### src/logic/dispatch_params.svh
`ifndef DISPATCH_PARAMS_SVH
`define DISPATCH_PARAMS_SVH

// lanes per warp and the width of a lane number
`define NUM_LANES 4
`define LANE_BITS 2

// register data width
`define XLEN 32

// per-unit stall counters
`define PERF_CTR_BITS 16

// instructions allowed between dispatch and commit
// the count saturates at INFLIGHT_MAX
`define INFLIGHT_MAX 7
`define INFLIGHT_BITS 3

`endif

### src/logic/dispatch_pkg.sv
`default_nettype none

`include "dispatch_params.svh"

package dispatch_pkg;

    // target functional unit, code 2'd3 is not assigned
    typedef enum logic [1:0] {
        EX_ALU = 2'd0,
        EX_LSU = 2'd1,
        EX_SFU = 2'd2
    } ex_type_e;

    typedef logic [`NUM_LANES-1:0]     lane_mask_t;
    typedef logic [`LANE_BITS-1:0]     lane_idx_t;
    typedef logic [`XLEN-1:0]          word_t;
    typedef logic [`INFLIGHT_BITS-1:0] inflight_t;
    typedef logic [`PERF_CTR_BITS-1:0] perf_ctr_t;

    // instruction as it leaves operand collection
    typedef struct packed {
        ex_type_e                  ex_type;
        logic                      is_branch;
        logic [3:0]                op;
        lane_mask_t                tmask;
        word_t                     pc;
        logic [4:0]                rd;
        word_t [`NUM_LANES-1:0]    rs1_data;
        word_t [`NUM_LANES-1:0]    rs2_data;
    } operands_t;

    // what a functional unit queue carries
    typedef struct packed {
        logic                      is_branch;
        logic [3:0]                op;
        lane_mask_t                tmask;
        word_t                     pc;
        logic [4:0]                rd;
        word_t [`NUM_LANES-1:0]    rs1_data;
        word_t [`NUM_LANES-1:0]    rs2_data;
        lane_idx_t                 last_lane;
    } dispatch_t;

    typedef enum logic [1:0] {
        S_OPEN,
        S_DRAIN,
        S_BRANCH
    } staller_state_e;

endpackage

`default_nettype wire

### src/logic/inflight_counter.sv
`timescale 1ns/1ns
`default_nettype none

`include "dispatch_params.svh"

module inflight_counter (
    input wire                  clk,
    input wire                  reset,
    input wire                  flush,
    input wire                  incr,
    input wire                  decr,
    output dispatch_pkg::inflight_t count,
    output logic                empty
);
    import dispatch_pkg::*;

    inflight_t count_n;

    // incr and decr together leave the count unchanged
    always_comb begin
        count_n = count;
        if (incr && !decr) begin
            if (count != inflight_t'(`INFLIGHT_MAX)) begin
                count_n = count + inflight_t'(1);
            end
        end else if (decr && !incr) begin
            if (count != '0) begin
                count_n = count - inflight_t'(1);
            end
        end
    end

    // empty is kept as a flop so pipe_empty has no adder in its path
    always_ff @(posedge clk) begin
        if (reset || flush) begin
            count <= '0;
            empty <= 1'b1;
        end else begin
            count <= count_n;
            empty <= (count_n == '0);
        end
    end

endmodule

`default_nettype wire

### src/logic/branch_staller.sv
`timescale 1ns/1ns
`default_nettype none

module branch_staller (
    input wire   clk,
    input wire   reset,
    input wire   flush,
    input wire   in_valid,
    input wire   is_branch,
    input wire   accept,
    input wire   pipe_empty,
    output logic issue_allow
);
    import dispatch_pkg::*;

    staller_state_e state;
    staller_state_e state_n;

    always_comb begin
        state_n     = state;
        issue_allow = 1'b0;
        case (state)
            S_OPEN: begin
                // a branch only goes out into an empty execute stage
                issue_allow = !is_branch || pipe_empty;
                if (accept && is_branch) begin
                    state_n = S_BRANCH;
                end else if (in_valid && is_branch && !pipe_empty) begin
                    state_n = S_DRAIN;
                end
            end
            S_DRAIN: begin
                // hold younger work back until the branch can go
                if (pipe_empty) begin
                    state_n = S_OPEN;
                end
            end
            S_BRANCH: begin
                // wait for the branch itself to commit
                if (pipe_empty) begin
                    state_n = S_OPEN;
                end
            end
            default: begin
                state_n = S_OPEN;
            end
        endcase
    end

    always_ff @(posedge clk) begin
        if (reset || flush) begin
            state <= S_OPEN;
        end else begin
            state <= state_n;
        end
    end

endmodule

`default_nettype wire

### src/logic/last_lane_finder.sv
`timescale 1ns/1ns
`default_nettype none

`include "dispatch_params.svh"

module last_lane_finder (
    input wire dispatch_pkg::lane_mask_t tmask,
    output dispatch_pkg::lane_idx_t      last_lane
);
    import dispatch_pkg::*;

    // scan upward so the highest set lane wins
    // an empty mask falls through to lane 0
    always_comb begin
        last_lane = '0;
        for (int i = 0; i < `NUM_LANES; i++) begin
            if (tmask[i]) begin
                last_lane = lane_idx_t'(i);
            end
        end
    end

endmodule

`default_nettype wire

### src/logic/fu_buffer.sv
`timescale 1ns/1ns
`default_nettype none

module fu_buffer #(
    parameter int DEPTH_LOG = 1
) (
    input wire                           clk,
    input wire                           reset,
    input wire                           flush,
    input wire                           in_valid,
    input wire dispatch_pkg::dispatch_t  in_data,
    output logic                         in_ready,
    output logic                         out_valid,
    output dispatch_pkg::dispatch_t      out_data,
    input wire                           out_ready,
    output logic                         empty
);
    import dispatch_pkg::*;

    localparam int DEPTH = 1 << DEPTH_LOG;

    dispatch_t            mem [DEPTH];
    logic [DEPTH_LOG-1:0] wr_ptr;
    logic [DEPTH_LOG-1:0] rd_ptr;
    logic [DEPTH_LOG:0]   count;
    logic                 push;
    logic                 pop;
    dispatch_t            head_next;

    assign in_ready = (count < (DEPTH_LOG + 1)'(DEPTH));
    assign push     = in_valid && in_ready;
    assign pop      = out_valid && out_ready;
    assign empty    = !out_valid;

    // next head is the second stored entry, or the incoming one when the queue runs dry
    assign head_next = (count > (DEPTH_LOG + 1)'(1)) ? mem[rd_ptr + DEPTH_LOG'(1)] : in_data;

    always_ff @(posedge clk) begin
        if (reset || flush) begin
            wr_ptr    <= '0;
            rd_ptr    <= '0;
            count     <= '0;
            out_valid <= 1'b0;
        end else begin
            if (push) begin
                wr_ptr <= wr_ptr + DEPTH_LOG'(1);
            end
            if (pop) begin
                rd_ptr <= rd_ptr + DEPTH_LOG'(1);
            end
            count     <= count + (DEPTH_LOG + 1)'(push) - (DEPTH_LOG + 1)'(pop);
            out_valid <= (count + (DEPTH_LOG + 1)'(push) - (DEPTH_LOG + 1)'(pop)) != '0;
        end
    end

    // storage keeps the head too, out_data is its registered copy
    always_ff @(posedge clk) begin
        if (push) begin
            mem[wr_ptr] <= in_data;
        end
        if (pop || empty) begin
            out_data <= head_next;
        end
    end

endmodule

`default_nettype wire

### src/logic/dispatch_unit.sv
`timescale 1ns/1ns
`default_nettype none

module dispatch_unit (
    input wire                           clk,
    input wire                           reset,
    input wire                           flush,
    input wire                           commit,
    input wire                           operands_valid,
    input wire dispatch_pkg::operands_t  operands,
    output logic                         operands_ready,
    output wire                          alu_dispatch_valid,
    output dispatch_pkg::dispatch_t      alu_dispatch_data,
    input wire                           alu_dispatch_ready,
    output wire                          lsu_dispatch_valid,
    output dispatch_pkg::dispatch_t      lsu_dispatch_data,
    input wire                           lsu_dispatch_ready,
    output wire                          sfu_dispatch_valid,
    output dispatch_pkg::dispatch_t      sfu_dispatch_data,
    input wire                           sfu_dispatch_ready,
    output dispatch_pkg::perf_ctr_t      stall_alu,
    output dispatch_pkg::perf_ctr_t      stall_lsu,
    output dispatch_pkg::perf_ctr_t      stall_sfu
);
    import dispatch_pkg::*;

    lane_idx_t  last_lane;
    dispatch_t  dispatch_in;
    logic       inflight_empty;
    logic       issue_allow;
    logic       accept;
    logic       stalled;
    logic       pipe_empty;
    logic [2:0] sel;
    logic [2:0] buf_ready;
    logic [2:0] buf_empty;
    logic [2:0] handover;

    // one-hot queue select, the unused code selects nothing
    assign sel[EX_ALU] = (operands.ex_type == EX_ALU);
    assign sel[EX_LSU] = (operands.ex_type == EX_LSU);
    assign sel[EX_SFU] = (operands.ex_type == EX_SFU);

    assign operands_ready = issue_allow && |(sel & buf_ready) && !flush;
    assign accept         = operands_valid && operands_ready;
    assign stalled        = operands_valid && !operands_ready;
    assign pipe_empty     = inflight_empty && &buf_empty;

    assign handover[EX_ALU] = alu_dispatch_valid && alu_dispatch_ready;
    assign handover[EX_LSU] = lsu_dispatch_valid && lsu_dispatch_ready;
    assign handover[EX_SFU] = sfu_dispatch_valid && sfu_dispatch_ready;

    always_comb begin
        dispatch_in.is_branch = operands.is_branch;
        dispatch_in.op        = operands.op;
        dispatch_in.tmask     = operands.tmask;
        dispatch_in.pc        = operands.pc;
        dispatch_in.rd        = operands.rd;
        dispatch_in.rs1_data  = operands.rs1_data;
        dispatch_in.rs2_data  = operands.rs2_data;
        dispatch_in.last_lane = last_lane;
    end

    last_lane_finder last_lane_i (.tmask(operands.tmask), .last_lane(last_lane));

    branch_staller staller_i (
        .clk(clk), .reset(reset), .flush(flush),
        .in_valid(operands_valid), .is_branch(operands.is_branch),
        .accept(accept), .pipe_empty(pipe_empty), .issue_allow(issue_allow)
    );

    // single issue slot, the execute stage takes at most one instruction per cycle
    inflight_counter inflight_i (
        .clk(clk), .reset(reset), .flush(flush),
        .incr(|handover), .decr(commit),
        .count(), .empty(inflight_empty)
    );

    fu_buffer #(.DEPTH_LOG(1)) alu_buffer (
        .clk(clk), .reset(reset), .flush(flush),
        .in_valid(accept && sel[EX_ALU]), .in_data(dispatch_in), .in_ready(buf_ready[EX_ALU]),
        .out_valid(alu_dispatch_valid), .out_data(alu_dispatch_data),
        .out_ready(alu_dispatch_ready), .empty(buf_empty[EX_ALU])
    );

    fu_buffer #(.DEPTH_LOG(1)) lsu_buffer (
        .clk(clk), .reset(reset), .flush(flush),
        .in_valid(accept && sel[EX_LSU]), .in_data(dispatch_in), .in_ready(buf_ready[EX_LSU]),
        .out_valid(lsu_dispatch_valid), .out_data(lsu_dispatch_data),
        .out_ready(lsu_dispatch_ready), .empty(buf_empty[EX_LSU])
    );

    fu_buffer #(.DEPTH_LOG(1)) sfu_buffer (
        .clk(clk), .reset(reset), .flush(flush),
        .in_valid(accept && sel[EX_SFU]), .in_data(dispatch_in), .in_ready(buf_ready[EX_SFU]),
        .out_valid(sfu_dispatch_valid), .out_data(sfu_dispatch_data),
        .out_ready(sfu_dispatch_ready), .empty(buf_empty[EX_SFU])
    );

    // cycles an instruction waits at the input, by target unit
    always_ff @(posedge clk) begin
        if (reset) begin
            stall_alu <= '0;
            stall_lsu <= '0;
            stall_sfu <= '0;
        end else begin
            if (stalled && sel[EX_ALU]) begin
                stall_alu <= stall_alu + perf_ctr_t'(1);
            end
            if (stalled && sel[EX_LSU]) begin
                stall_lsu <= stall_lsu + perf_ctr_t'(1);
            end
            if (stalled && sel[EX_SFU]) begin
                stall_sfu <= stall_sfu + perf_ctr_t'(1);
            end
        end
    end

endmodule

`default_nettype wire

### config.mk
export PLATFORM = sky130hd
export DESIGN_NAME = dispatch_unit
export DESIGN_NICKNAME = d
export VERILOG_FILES = /design/src/logic/dispatch_pkg.sv /design/src/logic/inflight_counter.sv /design/src/logic/branch_staller.sv /design/src/logic/last_lane_finder.sv /design/src/logic/fu_buffer.sv /design/src/logic/dispatch_unit.sv
export VERILOG_INCLUDE_DIRS = /design/src /design/src/logic
export SDC_FILE = /design/constraint.sdc
export NUM_CORES = 2
export LEC_CHECK = 0
export ABC_AREA = 1
export BUFFER_PORTS_ARGS = -buffer_cell sky130_fd_sc_hd__buf_2
export CAP_MARGIN = 40
export CORE_ASPECT_RATIO = 1.2
export CORE_MARGIN = 2
export CORE_UTILIZATION = 35
export DETAILED_ROUTE_END_ITERATION = 10
export GPL_TIMING_DRIVEN = 1
export PLACE_DENSITY = 0.61
export SLEW_MARGIN = 15
export SYNTH_ARGS = -nofsm -noshare
export SYNTH_HDL_FRONTEND = slang
export SYNTH_SLANG_ARGS = --single-unit
### constraint.sdc
create_clock -name clk -period 18.2 [get_ports clk]
set_clock_uncertainty 0.2 [all_clocks]
set_input_delay 1.82 -clock clk [delete_from_list [all_inputs] [get_ports clk]]
set_output_delay 1.82 -clock clk [all_outputs]
set_load 0.05 [all_outputs]
==> flow_summary_export.csv <==
group,metric,value,unit
global_routing,track_usage,20.90,%
global_routing,grt_first_pass_wirelength,457300,um
cts,clk_pin_slew,60,ps
critical_path,crit_type,"in2reg",
floorplan,io_pins,1276,
cts,root_buffer,"clkbuf_16",
critical_path,cp_num_buf_inv,6,
synth,synth-edff-count,2736,
pwr,seqPwrFrac,52.5,%
floorplan,chipHeight,597.0,um
worst_hold_path,hold_path_depth,2,
placed_design,gp_congestion,0.8753,
cts,cts.sinks,2805,
layout,syn2layout_area_growth,20.00,%
cts,clock_path_buffers,4,
critical_path,worstPathMaxFanout,44,
detailed_routing,wl,326300,um
floorplan,dieArea,297400,um^2
worst_hold_path,hp-class,"reg2reg",
critical_path,path_cells,"buf_2 > inv_1 > nor2_4 > nand2_1 > nand3_2 > nand2_4 > nor2_2 > nand2_1 > nor2_4 > buf_4 > buf_4 > buf_4 > buf_4",
synth,synth_cell_types,37,
synth,synth_compound_area_share,10.42,%
sta,report.final.slew_viol_count,0,
sta,period_share,33.22,%
synth,yosysSeqAreaShare,81.44,%
synth,avgSynthCellArea,15.25,um^2
layout,seq_area,83560,um^2
detailed_routing,first_iter_violations,7520,
sta,hold_slack,275.2,ps
placed_design,dp_cells,11540,
global_routing,grt_max_degree,168,
sta,post-route-min-period,6045,ps
sta,fin_ws,12150,ps
synth,yosys_warnings,0,
layout,final_core_util,42.25,%
critical_path,worstReg2RegStart,"staller_i.state[0]$_SDFFE_PP0P_",
synth,ys.flop_type,"edfxtp_1",
global_routing,grt_pass1_vias,61850,
detailed_routing,route.antenna.remaining_nets,0,
cts,hold_buffers,0,
synth,netlist_area,102600,um^2
pwr,clockPowerShare,40.8,%
layout,multi_input_comb_area,15940,um^2
synth,synthMuxAreaShare,0,%
floorplan,core_area,291300,um^2
cts,post-cts-setup-buffers,0,
layout,fin_cells,12110,
sta,setup-violations-final,0,
critical_path,startpoint_type,"primary input",
pwr,p_comb_share,6.7,%
critical_path,required,18420,ps
worst_hold_path,worstHoldEndpoint,"staller_i.state[0]$_SDFFE_PP0P_",
floorplan,die_w,498.2,um
pwr,p_sw_share,23.82,%
synth,yosys.area_share.simple,4.504,%
detailed_routing,vias,65490,
floorplan,initial_core_util,35.21,%
placed_design,placement.io_buffers,1275,
sta,grt_setup_unrepaired,"false",
layout,design_area,123100,um^2
sta,hold_viol,0,
critical_path,cp_top_family,"buffers and inverters",
pwr,power.switching,3.337,mW
critical_path,cp_common_cell,"buf_4",
placed_design,placed_cell_area,113800,um^2
synth,syn_inst,6728,
detailed_routing,via_per_inst,5.408,
pwr,power.internal,10.68,mW
cts,cts-resized-gates,0,
sta,fmax,165.4,MHz
critical_path,reg2reg_slack,12970,ps
synth,synthArstFlopShare,0,%
global_routing,overflow,0,
detailed_routing,firstDrtPassIters,6,
cts,htree_levels,5,
detailed_routing,remaining_drc_errors,0,
pwr,power,14.01,mW
placed_design,place_ws,11340,ps
layout,final_common_cell,"edfxtp_1",
critical_path,cp_slowest_cell,"buf_4",
pwr,p_leak,43.28,nW
placed_design,dpl.hpwl,210100,um
pwr,power.density,113.8,nW/um^2
cts,cts_tree,"yes",
synth,synth_xor_area_share,0.3928,%
sta,tns,0,ps
critical_path,worstRegToRegCells,13,
synth,syn_nets,7053,
run,maxCapViolations,0,
pwr,peakVddDrop,86.67,uV
synth,synth_top_family_by_area,"compound AO/OA/AOI/OAI gates",
sta,relSlewSlack,5.859,%
status,outcome,"completed",
synth,ys_seq_elements,2805,
floorplan,fp-row-count,217,
layout,nFillCells,26030,
cts,cts-buffers-inserted,285,
worst_hold_path,hp-start,"staller_i.state[0]$_SDFFE_PP0P_",
critical_path,r2r_end,"sfu_buffer.mem[1][46]$_DFFE_PP_",
sta,tightestPinTransition,1412,ps
critical_path,crit_arrival,6270,ps
critical_path,cpPeakStageDelay,710,ps
detailed_routing,wl_per_cell,26.95,um
layout,layout_common_cells,"edfxtp_1, buf_2, nor2_1",
cts,insertion_delay,830,ps
synth,synthAdderAreaFrac,0.1586,%
global_routing,antenna_found_initial,95,
critical_path,end_kind,"flip-flop",
layout,layout.nets,8330,
layout,drive_gt1_share,22.63,%
[how the worst max path moves through the flow]
| stage | slack, ps | cells after the start | from | to |
|---|---|---|---|---|
| 3_3_place_gp | 10520 | 12 | operands[302] | sfu_buffer.mem[1][42]$_DFFE_PP_ |
| 2_1_floorplan | 1820 | 6 | flush | alu_buffer.mem[1][0]$_DFFE_PP_ |
| 3_5_place_dp | 11340 | 13 | operands[303] | sfu_buffer.mem[1][42]$_DFFE_PP_ |
| 5_1_grt | 12000 | 13 | operands[303] | sfu_buffer.mem[1][46]$_DFFE_PP_ |
| 4_1_cts | 12240 | 13 | operands[303] | sfu_buffer.mem[1][51]$_DFFE_PP_ |
| 6_report | 12150 | 13 | operands[303] | sfu_buffer.mem[1][46]$_DFFE_PP_ |
[power groups by stage]
stage / clock network (mW) / logic [mW] / registers (mW)
after floorplan: 0 / 0.141 / 7.92
after global placement: 0 / 0.927 / 7.49
after detailed placement: 0 / 0.942 / 7.48
after CTS: 5.79 / 0.944 / 7.35
after global routing: 6.04 / 0.975 / 7.36
final: 5.72 / 0.943 / 7.35
[cell type report]
| class | count | area share (%) |
|---|---|---|
| antenna | 54 | 0.1098 |
| sequential | 2805 | 67.89 |
| timing repair buffer | 1412 | 6.713 |
| inverter | 379 | 1.176 |
| tap | 3832 | 3.895 |
| clock inverter | 169 | 1.221 |
| clock buffer | 336 | 6.044 |
| multi-input combinational | 3122 | 12.95 |
[worst register-to-register path: cells and delay by family, from the launching register on]
kind,cells,cell delay [ps]
fa+ha+maj,1,170
flops,1,300
buf+inv,6,2920
simple gates,5,1040
compound gates,1,150
[cell usage after synthesis (2+ instances only)]
master	instances	area, um^2
a21oi_2	10	87.58
xnor2_1	10	87.58
buf_2	86	430.4
o21bai_1	3	22.52
nand3_1	52	260.3
nor2_1	963	3615
a31oi_1	2	12.51
nor2_2	2	12.51
nand3_2	14	140.1
and2_1	2	12.51
nor3_1	20	100.1
dfxtp_1	69	1381
buf_1	10	37.54
clkinv_1	2	7.510
o22ai_1	912	5705
inv_2	3	11.26
ha_1	13	162.7
edfxtp_1	2736	82160
o21ai_0	925	4629
nand4_1	5	31.28
xor2_1	36	315.3
inv_1	373	1400
nor2_4	2	22.52
a21oi_1	42	210.2
nand2_1	101	379.1
clkbuf_1	319	1197
nor3b_1	2	15.01
buf_4	5	37.54
[logic make-up (layout without fill, tap and decap cells)]
family / count (synthesis) / after routing
compound gates: 1896 / 1896
xor+xnor: 46 / 46
fa+ha+maj: 13 / 13
buf+inv: 801 / 2296
flops: 2805 / 2805
other cells: 0 / 54
simple gates: 1167 / 1167
[state kept, by name, indices dropped and copies added (netlist names), 2 cells and up]
name,count
lsu_buffer.out_data,304
sfu_buffer.count,2
staller_i.state,2
alu_buffer.out_data,304
sfu_buffer.mem,608
alu_buffer.mem,608
inflight_i.count,3
stall_alu,16
lsu_buffer.mem,608
alu_buffer.count,2
lsu_buffer.count,2
sfu_buffer.out_data,304
stall_lsu,16
stall_sfu,16
[layer usage]
layer	GRT usage, %	part of all wire, %	wire length (um)
met4	8.346	4.1	13310
met1	26.56	37	122300
met5	0	0.12	403
met3	4.571	9.5	30880
met2	34.75	49	159400
Power figures use the tool's default switching activity.
